### src/include/npc_defines.svh
`ifndef NPC_DEFINES_SVH
`define NPC_DEFINES_SVH

// RV32 data and address width.
`define NPC_XLEN 32

// first instruction fetched after reset.
`define NPC_RESET_PC 32'h8000_0000

// only uncompressed instructions are fetched, so every step is one word.
`define NPC_INST_LENGTH 32'd4

// ECALL and misaligned transfers land here.
`define NPC_TRAP_VECTOR 32'h8000_0420

`endif

### src/source/npc_pkg.sv
`default_nettype none
`include "npc_defines.svh"

package npc_pkg;

  typedef logic [`NPC_XLEN-1:0] addr_t;
  typedef logic [`NPC_XLEN-1:0] word_t;

  typedef enum logic [3:0] {
    NONE  = 4'd0,
    BEQ   = 4'd1,
    BNE   = 4'd2,
    BLT   = 4'd3,
    BGE   = 4'd4,
    BLTU  = 4'd5,
    BGEU  = 4'd6,
    JAL   = 4'd7,
    JALR  = 4'd8,
    MRET  = 4'd9,
    ECALL = 4'd10
  } tran_op_e; // codes 11 to 15 mean no transfer.

  typedef enum logic [2:0] {EQ, NE, LT, GE, LTU, GEU} cmp_kind_e;

  typedef enum logic {PC, OPERAND1} base_sel_e;

  typedef enum logic {IMM, INST_LENGTH} off_sel_e;

  typedef struct packed {
    tran_op_e op;
    word_t    operand1; // saved exception PC for MRET.
    word_t    operand2;
    word_t    imm;
  } exec_req_t;

  typedef struct packed {
    cmp_kind_e cmp_kind;
    base_sel_e base_sel;
    off_sel_e  off_sel;
    logic      is_branch;
    logic      uncond;
    logic      to_trap;
  } xfer_dec_t;

endpackage

`default_nettype wire

### src/source/target_adder.sv
`default_nettype none
`timescale 1ns/1ps
`include "npc_defines.svh"

module target_adder (
  input  wire npc_pkg::base_sel_e base_sel_i,
  input  wire npc_pkg::off_sel_e  off_sel_i,
  input  wire npc_pkg::addr_t     pc_i,
  input  wire npc_pkg::word_t     operand1_i,
  input  wire npc_pkg::word_t     imm_i,
  output npc_pkg::addr_t          seq_pc_o,
  output npc_pkg::addr_t          target_o
);
  import npc_pkg::*;

  addr_t base;
  addr_t offset;

  // fall-through address for untaken and idle cycles.
  assign seq_pc_o = pc_i + `NPC_INST_LENGTH;

  always_comb begin
    if (base_sel_i == OPERAND1) begin
      base = addr_t'(operand1_i); // JALR and MRET compute from a register.
    end else begin
      base = pc_i;
    end
  end

  always_comb begin
    if (off_sel_i == INST_LENGTH) begin
      offset = `NPC_INST_LENGTH;
    end else begin
      offset = addr_t'(imm_i);
    end
  end

  assign target_o = base + offset;

endmodule

`default_nettype wire

### config.mk
export PLATFORM = sky130hd
export DESIGN_NAME = target_adder
export DESIGN_NICKNAME = d
export VERILOG_FILES = /design/src/source/npc_pkg.sv /design/src/source/target_adder.sv
export VERILOG_INCLUDE_DIRS = /design/src /design/src/include
export SDC_FILE = /design/constraint.sdc
export NUM_CORES = 1
export LEC_CHECK = 0
export ABC_AREA = 1
export ABC_CLOCK_PERIOD_IN_PS = 3800
export BUFFER_PORTS_ARGS = -buffer_cell sky130_fd_sc_hd__buf_4
export CAP_MARGIN = 20
export CORE_ASPECT_RATIO = 0.7
export CORE_MARGIN = 8
export CORE_UTILIZATION = 50
export DETAILED_ROUTE_END_ITERATION = 10
export GPL_TIMING_DRIVEN = 0
export PLACE_DENSITY = 0.83
export RECOVER_POWER = 50
export SETUP_SLACK_MARGIN = 0.05
export SYNTH_ARGS = -nofsm -noshare
export SYNTH_HDL_FRONTEND = slang
export SYNTH_SLANG_ARGS = --single-unit
### constraint.sdc
create_clock -name vclk -period 3.8
set_clock_uncertainty 0.1 [all_clocks]
set_input_delay 0.38 -clock vclk [all_inputs]
set_output_delay 0.38 -clock vclk [all_outputs]
set_load 0.01 [all_outputs]
==> impl_metrics.toml <==
[grt]
grt_pass1_wl_um = 24600
grt_max_degree = 11
grt_pass1_vias = 5158
grt_usage = 0.280
grt_antenna_before_repair = 0
overflow = 0

[route]
vias_per_cell = 5.08
antenna_left = 0
route.detailed.drc = 0
drt_iter0_markers = 533
vias = 5252
wl_per_cell_um = 14.7
routed_wl_um = 15200
dr.pass1.iters = 5

[critical_path]
cp_cell_sequence = "buf_4 > buf_2 > clkbuf_1 > nand2_1 > o21ai_0 > ha_1 > or2_2 > nand3_1 > nand2_1 > nand2_1 > nand2_1 > nand2_1 > nand2_1 > nand2_1 > nand2_1 > buf_4"
slowest_delay_ns = 0.39
path_max_fanout = 10
crit_arrival_ns = 2.84
path_buf_inv = 4
critPathCaptureType = "primary output"
start_kind = "primary input"
crit_slowest_cell = "ha_1"
required_ns = 3.32
crit_path_frequent_cell = "nand2_1"
path_class = "primary input to primary output"
cpLargestDelayFamily = "simple AND/OR/NAND/NOR gates"

[layout]
seq_cell_count = 0
post-route-cell-area_mm2 = 0.00494
nFillCells = 745
antenna-diode-count = 0
n_clock_buffer = 0
area_growth_pct = 31.9
drive_gt1_frac = 0.172
stdcell_count = 1034
final_core_util = 0.679
final_cell_mix = "nand2_1, inv_1, buf_4"
nets = 1069
multi_input_area_mm2 = 0.00298
layout_commonest_cell = "nand2_1"
seq_area_um2 = 0

[placed_design]
gp_congestion = 1.02
pre_cts_slack_ns = 0.511
io_buffers = 162
hpwl_um = 13700
placed_area_mm2 = 0.00509
place_inst = 1034

[logic_synthesis]
synthMuxAreaShare = 0.0240
ys_warn_count = 0
netlist_area_mm2 = 0.00375
synth-simple-area-share = 0.508
synth_top_family_by_area = "simple AND/OR/NAND/NOR gates"
syn_area_per_cell_um2 = 4.84
synthAdderAreaFrac = 0.112
syn-num-nets = 905
ys_seq_area_frac = 0
synth-compound-area-share = 0.0661
synth.distinct_cells = 32
netlist_instances = 774
synth_xor_area_frac = 0.100

[pwr]
power.density_mw_per_mm2 = 157
power_mw = 0.775
ir_drop_uv = 91.6
leakagePower_nw = 3.20

[floorplanning]
die_h_um = 88.4
start_util = 0.514
dieArea_mm2 = 0.0106
dieWidth_um = 119
num_rows = 26
core_mm2 = 0.00729
ios = 162

[clocking]
ctsResizeCount = 0
cts_setup_buffers = 0
ctsHoldBuffers = 0

[timing]
final-max-slew-violation-count = 0
max_slew.worst_pin.slew_ns = 0.483
fin_setup_tns_ns = 0
setup_viol = 0
period_needed_ns = 3.32
rsz0062_at_grt = "false"
period_share = 0.874
whs_ns = 0.949
slew_headroom = 0.676
layout_setup_ws_ns = 0.480
max_freq_mhz = 301
hold_viol = 0

[run_status]
outcome = "finished, final reports clean"

[worst_hold_path]
hold_path.class = "primary input to primary output"

[run]
cap_violations = 0
[layer usage]
metal | wire [um] | track usage
met1 | 6770 | 0.370
met5 | 0 | 0
met3 | 1640 | 0.0618
met4 | 243 | 0.0418
met2 | 6570 | 0.466
[cells in the mapped netlist]
cell type	instances	area share
nand4_1	8	0.013
nand2_1	292	0.29
nor3b_1	1	0.0020
a21oi_1	20	0.027
nor2_1	84	0.084
nand3_4	1	0.0047
nand2b_1	1	0.0017
buf_1	2	0.0020
fa_1	1	0.0053
nor2_2	2	0.0033
clkbuf_1	5	0.0050
or2_2	2	0.0033
o21ai_0	24	0.032
o21ai_1	1	0.0013
a21o_1	1	0.0020
buf_2	2	0.0027
mux2_2	8	0.024
inv_1	175	0.18
nand2_2	3	0.0050
nor3_1	17	0.023
xnor2_1	1	0.0023
o21bai_1	2	0.0040
nand3b_1	1	0.0020
xor2_1	42	0.098
nor3_2	2	0.0053
nand3_1	34	0.045
nor3_4	1	0.0043
nand3_2	3	0.0080
ha_1	32	0.11
and3_1	1	0.0017
buf_4	2	0.0040
nor2_4	3	0.0090
[power breakdown]
part	switching (mW)	internal, mW	total (mW)	leakage (nW)
sequential	0	0	0	0
combinational	0.448	0.326	0.775	3.20
clock	0	0	0	0
[tightest hold or removal path, cell delays in order]
cell,delay (ns)
buf_4,0.11
xor2_1,0.06
clkbuf_1,0.12
[kinds of logic (layout without fill, tap and decap cells)]
logic type / after synthesis / count (layout)
and+or+nand+nor: 456 / 456
buffers and inverters: 186 / 348
AOI/OAI and AO/OA: 48 / 48
xor gates and xnor gates: 43 / 43
adders and majority gates: 33 / 33
muxes: 8 / 8
[final timing paths]
kind / from / end / slack (ns) / cells past startpoint
min: pc_i[15] / seq_pc_o[15] / 0.95 / 3
max: base_sel_i / target_o[23] / 0.48 / 16
[final cells by class]
class,instances,area share
multi-input combinational,588,0.602
timing repair buffer,162,0.230
inverter,175,0.133
tap,98,0.0248
buffer,11,0.0104
No activity file was read; power rests on OpenSTA's default activity.
