File: src/include/npc_defines.svh
`ifndef NPC_DEFINES_SVH
`define NPC_DEFINES_SVH

// RV32 data and address width.
`define NPC_XLEN 32

// first instruction fetched after reset.
`define NPC_RESET_PC 32'h8000_0000

// only uncompressed instructions are fetched, so every step is one word.
`define NPC_INST_LENGTH 32'd4

// ECALL and misaligned transfers land here.
`define NPC_TRAP_VECTOR 32'h8000_0420

`endif

File: src/source/npc_pkg.sv
`default_nettype none
`include "npc_defines.svh"

package npc_pkg;

  typedef logic [`NPC_XLEN-1:0] addr_t;
  typedef logic [`NPC_XLEN-1:0] word_t;

  typedef enum logic [3:0] {
    NONE  = 4'd0,
    BEQ   = 4'd1,
    BNE   = 4'd2,
    BLT   = 4'd3,
    BGE   = 4'd4,
    BLTU  = 4'd5,
    BGEU  = 4'd6,
    JAL   = 4'd7,
    JALR  = 4'd8,
    MRET  = 4'd9,
    ECALL = 4'd10
  } tran_op_e; // codes 11 to 15 mean no transfer.

  typedef enum logic [2:0] {EQ, NE, LT, GE, LTU, GEU} cmp_kind_e;

  typedef enum logic {PC, OPERAND1} base_sel_e;

  typedef enum logic {IMM, INST_LENGTH} off_sel_e;

  typedef struct packed {
    tran_op_e op;
    word_t    operand1; // saved exception PC for MRET.
    word_t    operand2;
    word_t    imm;
  } exec_req_t;

  typedef struct packed {
    cmp_kind_e cmp_kind;
    base_sel_e base_sel;
    off_sel_e  off_sel;
    logic      is_branch;
    logic      uncond;
    logic      to_trap;
  } xfer_dec_t;

endpackage

`default_nettype wire

File: src/source/npc_control.sv
`default_nettype none
`timescale 1ns/1ps
`include "npc_defines.svh"

module npc_control (
  input  wire                valid_i,
  input  wire npc_pkg::exec_req_t req_i,
  input  wire                taken_cond_i,
  input  wire npc_pkg::addr_t seq_pc_i,
  input  wire npc_pkg::addr_t target_i,
  output npc_pkg::cmp_kind_e cmp_kind_o,
  output npc_pkg::base_sel_e base_sel_o,
  output npc_pkg::off_sel_e  off_sel_o,
  output npc_pkg::addr_t     next_pc_o,
  output logic               redirect_o,
  output logic               misalign_o
);
  import npc_pkg::*;

  xfer_dec_t dec;
  logic      taken;
  logic      target_misaligned;

  function automatic xfer_dec_t decode(input tran_op_e op);
    xfer_dec_t d;
    case (op)
      BEQ:     d.cmp_kind = EQ;
      BNE:     d.cmp_kind = NE;
      BLT:     d.cmp_kind = LT;
      BGE:     d.cmp_kind = GE;
      BLTU:    d.cmp_kind = LTU;
      BGEU:    d.cmp_kind = GEU;
      default: d.cmp_kind = EQ;
    endcase
    d.is_branch = op inside {BEQ, BNE, BLT, BGE, BLTU, BGEU};
    d.uncond    = op inside {JAL, JALR, MRET, ECALL};
    d.to_trap   = (op == ECALL);
    d.base_sel  = (op inside {JALR, MRET}) ? OPERAND1 : PC;
    d.off_sel   = (op == MRET) ? INST_LENGTH : IMM; // MRET resumes after the saved PC.
    return d;
  endfunction

  assign dec = decode(req_i.op);

  assign cmp_kind_o = dec.cmp_kind;
  assign base_sel_o = dec.base_sel;
  assign off_sel_o  = dec.off_sel;

  assign taken = valid_i && (dec.uncond || (dec.is_branch && taken_cond_i));

  // the trap vector itself is aligned, so ECALL never counts as misaligned.
  assign target_misaligned = !dec.to_trap && (target_i[1:0] != 2'b00);

  always_comb begin
    if (!taken) begin
      next_pc_o = seq_pc_i;
    end else if (dec.to_trap || target_misaligned) begin
      next_pc_o = `NPC_TRAP_VECTOR;
    end else begin
      next_pc_o = target_i;
    end
  end

  assign redirect_o = taken; // trap entry is a redirect as well.
  assign misalign_o = taken && target_misaligned;

endmodule

`default_nettype wire

File: config.mk
export PLATFORM = sky130hd
export DESIGN_NAME = npc_control
export DESIGN_NICKNAME = d
export VERILOG_FILES = /design/src/source/npc_pkg.sv /design/src/source/npc_control.sv
export VERILOG_INCLUDE_DIRS = /design/src /design/src/include
export SDC_FILE = /design/constraint.sdc
export NUM_CORES = 1
export LEC_CHECK = 0
export ABC_AREA = 1
export BUFFER_PORTS_ARGS = -buffer_cell sky130_fd_sc_hd__clkbuf_2
export CAP_MARGIN = 25
export CORE_AREA = 2 2 80 82
export DETAILED_ROUTE_END_ITERATION = 8
export DIE_AREA = 0 0 82 84
export GPL_TIMING_DRIVEN = 1
export PLACE_DENSITY_LB_ADDON = 0.2
export SYNTH_ARGS = -nofsm -noshare
export SYNTH_HDL_FRONTEND = slang
export SYNTH_SLANG_ARGS = --single-unit
File: constraint.sdc
create_clock -name vclk -period 1.9
set_clock_uncertainty 0.2 [all_clocks]
set_input_delay 0.095 -clock vclk [all_inputs]
set_output_delay 0.095 -clock vclk [all_outputs]
set_load 0.01 [all_outputs]
==> impl_summary.log <==
[metrics] CP arrival: 1.38 ns
[metrics] DRC violations left: 0
[metrics] hold crit path type: in -> out
[metrics] starting density of the core: 14.61%
[metrics] Worst Hold Margin: 0.2676 ns
[metrics] portion of the post-synthesis area used by sequential elements: 0%
[metrics] post-route ant nets: 0
[metrics] maximum clock frequency: 596.1 MHz
[metrics] Slew Limit Fails: 0
[metrics] final total negative setup slack: 0 ns
[metrics] dominant cell type by area after synthesis: sky130_fd_sc_hd__nand2_1
[metrics] Final GP Congestion: 0.7619
[metrics] io pins: 205
[metrics] power per standard cell area: 234.5 nW/um^2
[metrics] via count of the first global-routing pass: 1185
[metrics] leakage power: 1.070 nW
[metrics] global-route total usage across every layer: 9.158%
[metrics] sum of routed wire length over all layers: 3.456 mm
[metrics] Setup crit start kind: input port
[metrics] Finished Cell Area: 1475 sq um
[metrics] slew at the pin closest to its max-slew limit: 0.4099 ns
[metrics] Worst setup EP type: output pin
[metrics] growth of design area from synthesis to finish: 65.59%
[metrics] classification of the worst setup path: in -> out
[metrics] via count normalized by instance count: 3.748
[metrics] Sequential Area: 0 sq um
[metrics] Post-Synthesis Cells: 199
[metrics] Worst VDD drop: 61.65 uV
[metrics] count of endpoints failing setup in the final report: 0
[metrics] max cap viols: 0
[metrics] Post-CTS Hold Buffers: 0
[metrics] first-pass GRT wire length: 5.264 mm
[metrics] result of the run: complete, no violations
[metrics] Std-Cell Core Area: 6096 sq um
[metrics] setup repair after global routing missed its margin: false
[metrics] Pre-Repair DR Iteration Count: 4
[metrics] final worst path period need: 1.678 ns
[metrics] Period Utilization, post-route: 88.29%
[metrics] share of Yosys cell area claimed by the top area cell type: 29.07%
[metrics] pin count of the biggest net entering global routing: 33
[metrics] top area cells in the synthesized netlist: sky130_fd_sc_hd__nand2_1, sky130_fd_sc_hd__nand3_1, sky130_fd_sc_hd__inv_1
[metrics] Synth Cell Area: 890.9 sq um
[metrics] # fillers: 781
[metrics] final sequential cell count: 0
[metrics] most used cells in the layout excluding fill and tap cells: sky130_fd_sc_hd__clkbuf_2, sky130_fd_sc_hd__nand2_1, sky130_fd_sc_hd__inv_1, sky130_fd_sc_hd__nor2_1, sky130_fd_sc_hd__nand3_1
[metrics] Routed wire per std cell: 9.167 um
[metrics] Site Rows: 29
[metrics] total number of nets in the final design: 468
[metrics] fraction of layout cells with a size suffix above 1: 40.67%
[metrics] Synth cell types: 18
[metrics] post-CTS setup buffer count: 0
[metrics] largest fanout of any net on the critical path: 32
[metrics] width of the die: 82 um
[metrics] number of antenna violations at the first check in global routing: 0
[metrics] post-cts resize count: 0
[metrics] detailed placer's ending HPWL: 2.924 mm
[metrics] sum of overflow across all layers after global routing: 0
[metrics] number of DRC violations after detailed-routing iteration 0: 32
[metrics] post-synth net total: 365
[metrics] worst relative slew slack: 72.43%
[metrics] total of buffers placed on input and output ports: 109
[metrics] die area: 6888 sq um
[metrics] mean instance size in the synthesized netlist: 4.477 sq um
[metrics] synthesis warning total: 0
[metrics] y dimension of the die: 84 um
[metrics] antenna diode instance count: 0
[metrics] # clk buffers: 0
[metrics] via count: 1413
[metrics] required time of the critical path: 1.60 ns
[metrics] placed cell area: 1475 sq um
[metrics] most common cell after layout, fill and taps aside: sky130_fd_sc_hd__clkbuf_2
[metrics] count of endpoints failing hold in the final timing report: 0
worst max-delay path, cell delays in order:
cell	delay [ns]
sky130_fd_sc_hd__clkbuf_2	0.13
sky130_fd_sc_hd__inv_2	0.09
sky130_fd_sc_hd__nand2_1	0.07
sky130_fd_sc_hd__nand2_1	0.06
sky130_fd_sc_hd__nand2_1	0.05
sky130_fd_sc_hd__nand2_1	0.10
sky130_fd_sc_hd__nand2_4	0.13
sky130_fd_sc_hd__nand2_4	0.29
sky130_fd_sc_hd__inv_1	0.12
sky130_fd_sc_hd__nor2_1	0.11
sky130_fd_sc_hd__clkbuf_2	0.14
routing by layer:
layer	vias to the layer above	routed length (um)	track usage (%)	share of wire [%]
met5	-	0	0	0
li1	794	-	-	-
met3	0	400	1.732	12
met1	546	1656	13.18	48
met4	0	0	0	0
met2	73	1399	14.93	40
kinds of logic (layout without fill, tap and decap cells):
kind of cell / Yosys count / in the layout / share of synthesized area (%)
AOI/OAI and AO/OA: 5 / 5 / 3.371
and+or+nand+nor: 144 / 144 / 69.80
buffers and inverters: 50 / 151 / 26.82
path summary, 6_finish.rpt:
check,startpoint,end,slack (ns),depth (start not counted)
max,req_i[97],next_pc_o[0],0.22,11
min,seq_pc_i[1],next_pc_o[1],0.27,4
synth_stat cells (all sizes together):
cell / count
a211oi: 1
a21boi: 1
a21oi: 1
buf: 10
clkbuf: 1
inv: 39
nand2: 75
nand3: 31
nor2: 36
nor3: 2
o21ai: 2
cell type report:
class / instances / area [sq um] / area share (%)
Inverter: 39 / 146.4 / 9.924
Multi-Input combinational cell: 149 / 651.9 / 44.19
Tap cell: 77 / 96.34 / 6.531
Timing Repair Buffer: 112 / 580.6 / 39.36
through the flow:
stage | power (mW) | std cells | worst slack (ns) | utilization (%)
after floorplan | 0.2003 | 199 | 0.7539 | -
after global placement | 0.3517 | 377 | 0.2026 | 24.20
after detailed placement | 0.3534 | 377 | 0.1977 | 24.20
after CTS | 0.3550 | 377 | 0.1913 | 24.20
after global routing | 0.3940 | 377 | 0.009554 | 24.20
final | 0.3459 | 377 | 0.2225 | 24.20
report_power, final:
group	internal (mW)	switching [mW]
combinational	0.151	0.195
clock	0	0
sequential	0	0
total	0.151	0.195
Note: power is estimated with default switching activity, not from simulation.
