`src/include/npc_defines.svh`:
```
`ifndef NPC_DEFINES_SVH
`define NPC_DEFINES_SVH

// RV32 data and address width.
`define NPC_XLEN 32

// first instruction fetched after reset.
`define NPC_RESET_PC 32'h8000_0000

// only uncompressed instructions are fetched, so every step is one word.
`define NPC_INST_LENGTH 32'd4

// ECALL and misaligned transfers land here.
`define NPC_TRAP_VECTOR 32'h8000_0420

`endif

```
`src/source/npc_pkg.sv`:
```
`default_nettype none
`include "npc_defines.svh"

package npc_pkg;

  typedef logic [`NPC_XLEN-1:0] addr_t;
  typedef logic [`NPC_XLEN-1:0] word_t;

  typedef enum logic [3:0] {
    NONE  = 4'd0,
    BEQ   = 4'd1,
    BNE   = 4'd2,
    BLT   = 4'd3,
    BGE   = 4'd4,
    BLTU  = 4'd5,
    BGEU  = 4'd6,
    JAL   = 4'd7,
    JALR  = 4'd8,
    MRET  = 4'd9,
    ECALL = 4'd10
  } tran_op_e; // codes 11 to 15 mean no transfer.

  typedef enum logic [2:0] {EQ, NE, LT, GE, LTU, GEU} cmp_kind_e;

  typedef enum logic {PC, OPERAND1} base_sel_e;

  typedef enum logic {IMM, INST_LENGTH} off_sel_e;

  typedef struct packed {
    tran_op_e op;
    word_t    operand1; // saved exception PC for MRET.
    word_t    operand2;
    word_t    imm;
  } exec_req_t;

  typedef struct packed {
    cmp_kind_e cmp_kind;
    base_sel_e base_sel;
    off_sel_e  off_sel;
    logic      is_branch;
    logic      uncond;
    logic      to_trap;
  } xfer_dec_t;

endpackage

`default_nettype wire

```
`src/source/pc_register.sv`:
```
`default_nettype none
`timescale 1ns/1ps
`include "npc_defines.svh"

module pc_register (
  input  wire            clk_i,
  input  wire            arst_n_i,
  input  wire npc_pkg::addr_t next_pc_i,
  input  wire            redirect_i,
  input  wire            misalign_i,
  output npc_pkg::addr_t pc_o,
  output logic           redirect_o,
  output logic           misalign_o
);

  always_ff @(posedge clk_i or negedge arst_n_i) begin
    if (!arst_n_i) begin
      pc_o       <= `NPC_RESET_PC;
      redirect_o <= 1'b0;
      misalign_o <= 1'b0;
    end else begin
      pc_o       <= next_pc_i;
      redirect_o <= redirect_i; // pulses line up with the PC they describe.
      misalign_o <= misalign_i;
    end
  end

  // alignment holds only because control replaces misaligned targets.
  pc_aligned : assert property (
    @(posedge clk_i) disable iff (!arst_n_i)
    pc_o[1:0] == 2'b00
  ) else $error("pc_register: fetch PC lost word alignment");

endmodule

`default_nettype wire

```
`config.mk`:
```
export PLATFORM = sky130hd
export DESIGN_NAME = pc_register
export DESIGN_NICKNAME = d
export VERILOG_FILES = /design/src/source/npc_pkg.sv /design/src/source/pc_register.sv
export VERILOG_INCLUDE_DIRS = /design/src /design/src/include
export SDC_FILE = /design/constraint.sdc
export NUM_CORES = 1
export LEC_CHECK = 0
export BUFFER_PORTS_ARGS = -buffer_cell sky130_fd_sc_hd__buf_2
export CAP_MARGIN = 30
export CORE_MARGIN = 5
export CORE_UTILIZATION = 39
export DETAILED_ROUTE_END_ITERATION = 16
export PLACE_DENSITY = 0.81
export SLEW_MARGIN = 0
export SYNTH_ARGS = -nofsm -noshare
export SYNTH_HDL_FRONTEND = slang
export SYNTH_SLANG_ARGS = --single-unit
```
`constraint.sdc`:
```
create_clock -name clk_i -period 2.5 [get_ports clk_i]
set_clock_uncertainty 0.2 [all_clocks]
set_input_delay 0.5 -clock clk_i [delete_from_list [all_inputs] [get_ports clk_i]]
set_output_delay 0.5 -clock clk_i [all_outputs]
set_load 0.01 [all_outputs]
```
==> impl_summary.log, run 1 <==
INFO  metric syn-cell-area = between 800 and 900 sq um
INFO  metric port-buffer-count = between 60 and 70
INFO  metric avg_inst_size_synth = about 25 sq um
INFO  metric timing.critical_path.to_type = output pin
INFO  metric die_width = around 57 microns
INFO  metric grt_setup_unrepaired = no
INFO  metric worst_setup_hold_path_clk_slew = roughly 0.10 ns
INFO  metric initial_utilization = about two fifths
INFO  metric post_route_cells_drive_above_1_share = 70.27%
INFO  metric fin_area = about 0.0013 sq mm
INFO  metric cts_made_buffers = 5
INFO  metric critical_path_class = flip-flop to output pin
INFO  metric synth_to_layout_area_growth = 52.13%
INFO  metric gpl.final_weighted_congestion = around 0.67
INFO  metric cts_max_level = 2
INFO  metric number_of_multi_input_combinational_cells = 0
INFO  metric postPlaceCellArea = 0.001232 sq mm
INFO  metric max-cap-violations = 0
INFO  metric drc_violations = 0
INFO  metric critical_path.slowest_cell = dfstp_2
INFO  metric crit_path_start_kind = flip-flop
INFO  metric finalSetupTns = 0 ns
INFO  metric wire_length_of_the_first_global_routing_pass = 2863 microns
INFO  metric finalMaxSlewViolations = 0
INFO  metric layout_min_cycle_time = 1.660 ns
INFO  metric post_cts_buffers = 0
INFO  metric critical_path.max_fanout = 1
INFO  metric clock_path_buffers = 2
INFO  metric viasPerCell = between 4 and 5
INFO  metric cts_repair_resize_count = 0
INFO  metric n_antenna_cell = 0
INFO  metric cp_slowest_stage_delay = 0.52 ns
INFO  metric count_of_hold_buffers_inserted_by_post_cts_repair = 0
INFO  metric number_of_global_route_vias_before_repair = between 600 and 700
INFO  metric wl_per_cell = around 13 microns
INFO  metric core_area = approximately 0.0021 sq mm
INFO  metric crit_buf_inv = 1
INFO  metric antenna_violations_before_repair = 0
INFO  metric multi_input_area = 0 sq um
INFO  metric final.period_utilization = between 60% and 70%
INFO  metric filler_cell_count = ~190
INFO  metric maximum_number_of_pins_on_one_net_before_global_route_repair = 35
INFO  metric place_hpwl = 1415 microns
INFO  metric setup_viol = 0
INFO  metric detail_route.wirelength = around 1800 microns
INFO  metric globalRoute.totalOverflow = 0
INFO  metric vert_die_dim = about 57 microns
INFO  metric worst-endpoint-arrival = approximately 0.96 ns
INFO  metric outcome = completed
INFO  metric pin_slew_with_the_least_headroom_to_its_limit = ~0.70 ns
INFO  metric cp_data_required_time = 1.80 ns
INFO  metric fp-row-count = 17
INFO  metric synth_seq_area_share = 100.0%
INFO  metric synth_cell_types = 2
INFO  metric post-route-util = slightly above 60%
INFO  metric power_density = roughly 740 mW/mm^2
INFO  metric max-slew-margin-rel = 53.66%
INFO  metric buffer_type_at_the_clock_tree_root = clkbuf_4
INFO  metric ys_ff_latch = 34
INFO  metric timing.critical_path.cells = buf_2
INFO  metric synth.net_count = 70
INFO  metric numPlacedInstances = about 130
INFO  metric final_hold_viol_count = 0
INFO  metric clock_sink_count = 34
INFO  metric floorplan.die_area = around 0.0032 sq mm
INFO  metric global_route.usage.total = between 10% and 20%
INFO  metric area.sequential = about 850 sq um
INFO  metric layout_commonest_cell = buf_2
INFO  metric vias = a little under 600
INFO  metric drt_pass1_iterations = 2
INFO  metric p_leak = between 0.7 and 0.8 nW
INFO  metric worstSetupPathDepth = 1
INFO  metric initialDrtViolationCount = 3
INFO  metric fmax = around 600 MHz
INFO  metric design.final.nets = 146
INFO  metric fin_cells = 139
INFO  metric io_pins = 70
INFO  metric most-common-layout-cells = 69 x buf_2, 33 x dfrtp_1, 5 x clkbuf_4
INFO  metric type_of_the_worst_min_delay_path = input port to async pin
INFO  metric cp_top_family = flip-flops
INFO  metric cts_tree = done
INFO  metric synthesis.instances = 34
INFO  metric detail-route-antenna-nets = 0
INFO  metric ir_drop = around 0.64 mV
INFO  metric yosys_warnings = 0
worst max-delay path by stage:
stage,start,to
global route,pc_o[31],pc_o[31]
detailed placement,pc_o[31],pc_o[31]
CTS,pc_o[31],pc_o[31]
finish,pc_o[31],pc_o[31]
floorplan,pc_o[31],pc_o[31]
global placement,pc_o[31],pc_o[31]
flip-flops by register name, summed over array words and instances, names as in the netlist:
name        flops
misalign_o      1
pc_o           32
redirect_o      1
metrics by stage:
step | setup WS, ns | hold WS, ns | power (mW)
global route | 0.7894 | 0.03434 | 1.021
global placement | 1.195 | 0.3654 | 0.6727
CTS | 0.8121 | 0.02197 | 0.9839
finish | 0.8402 | 0.01181 | 0.9641
detailed placement | 1.193 | 0.3919 | 0.6769
floorplan | 1.280 | 0.004409 | 0.6120
synth_stat cells:
library cell	number	share of area (%)
dfstp_2	1	3.1
dfrtp_1	33	97
cell families (layout without fill, tap and decap cells):
logic type  count (synthesis)  count (layout)  share of synthesized area (%)
flops                      34              34                          100.0
buf+inv                     0              77                              0
report_power, final:
group          leakage [nW]  switching, mW  internal (mW)  total, mW
registers             0.395        0.00602          0.578      0.584
logic                 0.271         0.0414         0.0376     0.0789
clock network        0.0343          0.167          0.135      0.302
total                 0.701          0.214          0.750      0.964
cell type report:
class / count / area share (%)
tap: 28 / 2.703
timing repair buffer: 69 / 26.64
clock inverter: 2 / 0.9653
clock buffer: 6 / 3.958
sequential: 34 / 65.73
per-layer routing:
layer  part of all wire (%)  GRT usage [%]  vias to the layer above
met5                      0              0                        -
met4                    2.7          8.940                        0
met3                     16          8.046                        7
met2                     54          20.79                       47
met1                     27          10.86                      277
li1                       -              -                      255
(Power assumes the default switching activity.)
==> inputs of run 2 (changes only) <==
--- a/config.mk
+++ b/config.mk
@@ -9,9 +9,9 @@
 export BUFFER_PORTS_ARGS = -buffer_cell sky130_fd_sc_hd__buf_2
 export CAP_MARGIN = 30
 export CORE_MARGIN = 5
-export CORE_UTILIZATION = 39
+export CORE_UTILIZATION = 36
 export DETAILED_ROUTE_END_ITERATION = 16
-export PLACE_DENSITY = 0.81
+export PLACE_DENSITY = 0.75
 export SLEW_MARGIN = 0
 export SYNTH_ARGS = -nofsm -noshare
 export SYNTH_HDL_FRONTEND = slang
==> constraint.sdc (replaced) <==
create_clock -name clk_i -period 1.7 [get_ports clk_i]
set_clock_uncertainty 0.2 [all_clocks]
set_input_delay 0.34 -clock clk_i [delete_from_list [all_inputs] [get_ports clk_i]]
set_output_delay 0.34 -clock clk_i [all_outputs]
set_load 0.01 [all_outputs]
==> run 2 against run 1 <==
Worst hold slack better by 0.27 ns. Combinational power grew 140%. Final area grew 28%. Worst setup slack got worse by 0.65 ns. Clock-buffer cell count rose by 2. Cell count up 26%. Routed wire length increased by 35%. Largest cell class unchanged. Largest power group unchanged. Highest routed layer unchanged.
==> impl_summary.log, run 2 (synthesis gave the netlist of run 1 again) <==
INFO  metric timing.critical_path.to_type = output pin
INFO  metric p_leak = ~0.85 nW
INFO  metric cts_max_level = 2
INFO  metric cp_slowest_stage_delay = ~0.52 ns
INFO  metric global_route.usage.total = around 16%
INFO  metric layout_min_cycle_time = around 1.5 ns
INFO  metric wire_length_of_the_first_global_routing_pass = approximately 3700 microns
INFO  metric cp_data_required_time = ~1.2 ns
INFO  metric clock_sink_count = 34
INFO  metric cts_made_buffers = 5
INFO  metric timing.critical_path.cells = buf_2
INFO  metric design.final.nets = about 180
INFO  metric largest_register = pc_o
INFO  metric drc_violations = 0
INFO  metric routed.top_layer = met4
INFO  metric initialDrtViolationCount = 4
INFO  metric met2WireLength = 1299 microns
INFO  metric maximum_number_of_pins_on_one_net_before_global_route_repair = 19
INFO  metric place_hpwl = roughly 1400 microns
INFO  metric clock_path_buffers = 2
INFO  metric setup_viol = 0
INFO  metric finalMaxSlewViolations = 0
INFO  metric gpl.final_weighted_congestion = 0.6792
INFO  metric io_pins = 70
INFO  metric outcome = completed
INFO  metric critical_path.max_fanout = 1
INFO  metric max-slew-margin-rel = 73.67%
INFO  metric post_route_cells_drive_above_1_share = approximately 52%
INFO  metric type_of_the_worst_min_delay_path = input port to async pin
INFO  metric cts_repair_resize_count = 0
INFO  metric filler_cell_count = about 150
INFO  metric globalRoute.totalOverflow = 0
INFO  metric vias = 706
INFO  metric pin_slew_with_the_least_headroom_to_its_limit = approximately 0.4 ns
INFO  metric synth_to_layout_area_growth = 95.01%
INFO  metric layout_top_registers = pc_o x32, misalign_o x1, redirect_o x1
INFO  metric worstSetupPathDepth = 1
INFO  metric wl_per_cell = 13.65 microns
INFO  metric number_of_global_route_vias_before_repair = approximately 800
INFO  metric most-common-layout-cells = 69 x buf_2, 35 x dlygate4sd3_1, 33 x dfrtp_1, 5 x clkbuf_4, 2 x clkbuf_1
INFO  metric cts_tree = done
INFO  metric detail-route-antenna-nets = 0
INFO  metric floorplan.die_area = 0.003440 sq mm
INFO  metric die_width = just under 60 microns
INFO  metric fp-row-count = 17
INFO  metric antenna_violations_before_repair = 0
INFO  metric initial_utilization = 38.15%
INFO  metric crit_path_start_kind = flip-flop
INFO  metric n_antenna_cell = 0
INFO  metric multi_input_area = 0 sq um
INFO  metric fmax = between 600 and 700 MHz
INFO  metric buffer_type_at_the_clock_tree_root = clkbuf_4
INFO  metric largest_reg_flops = 32
INFO  metric grt_setup_unrepaired = no
INFO  metric worst_hold_slack = roughly 0.28 ns
INFO  metric critical_path.slowest_cell = dfstp_2
INFO  metric worst-endpoint-arrival = ~0.97 ns
INFO  metric worst_setup_hold_path_clk_slew = ~0.09 ns
INFO  metric core_area = about 0.0022 sq mm
INFO  metric critPathLaunch = pc_o[31]
INFO  metric vert_die_dim = between 50 and 60 microns
INFO  metric finalSetupTns = 0 ns
INFO  metric power_density = between 800 and 900 mW/mm^2
INFO  metric area.sequential = 852.1 sq um
INFO  metric final.period_utilization = about nine tenths
INFO  metric m1WireLength = approximately 740 microns
INFO  metric cp_top_family = flip-flops
INFO  metric final_hold_viol_count = 0
INFO  metric max-cap-violations = 0
INFO  metric layout_commonest_cell = buf_2
INFO  metric detail_route.wirelength = between 2000 and 2500 microns
INFO  metric crit_buf_inv = 1
INFO  metric viasPerCell = 4.034
INFO  metric ir_drop = between 0.8 and 0.9 mV
INFO  metric critical_path_class = flip-flop to output pin
INFO  metric drt_pass1_iterations = 2
INFO  metric number_of_multi_input_combinational_cells = 0
INFO  metric met3_length = between 200 and 300 microns
INFO  metric port-buffer-count = ~70
[run 2: cell count changes in the layout (fill, tap and decap cells not counted), sizes merged]
cell and delta:
clkinv -1, dlygate4sd3 +35, clkinvlp -1, clkbuf +2, buf +1
[run 2: path summary, 6_finish.rpt]
kind | end
max in group asynchronous | pc_o[31]
min | pc_o[20]
min in group clk_i | pc_o[0]
max | pc_o[31]
[run 2: routing by layer]
| layer | vias up | track usage [%] |
|---|---|---|
| met5 | - | 0 |
| met4 | 0 | 10.68 |
| met3 | 7 | 7.895 |
| met2 | 46 | 27.75 |
| met1 | 323 | 13.75 |
| li1 | 330 | - |
[run 2: area by class of cell]
class                   count  share of cell area [%]
clock buffers               8                   3.539
well taps                  28                   2.108
repair buffers            105                   43.07
flip-flops and latches     34                   51.28
[run 2: power by group]
group / leakage, nW / internal, mW / switching, mW
clock: 0.0326 / 0.204 / 0.232
combinational: 0.427 / 0.112 / 0.0743
sequential: 0.395 / 0.849 / 0.00984
[run 2: repair_timing]
action	4_1_cts	5_1_grt
hold endpoints to repair	50	0
hold buffers	35	0
setup buffers	0	0
[run 2: per-stage QoR]
stage	instances	power [mW]	util [%]	instance area, sq um	setup slack, ns
floorplan	34	0.9000	-	852.1	0.6404
global placement	132	0.9944	56.08	1252	0.5545
detailed placement	132	1.000	56.08	1252	0.5531
CTS	175	1.502	74.40	1662	0.1820
global route	175	1.566	74.40	1662	0.1401
finish	175	1.482	74.40	1662	0.1925
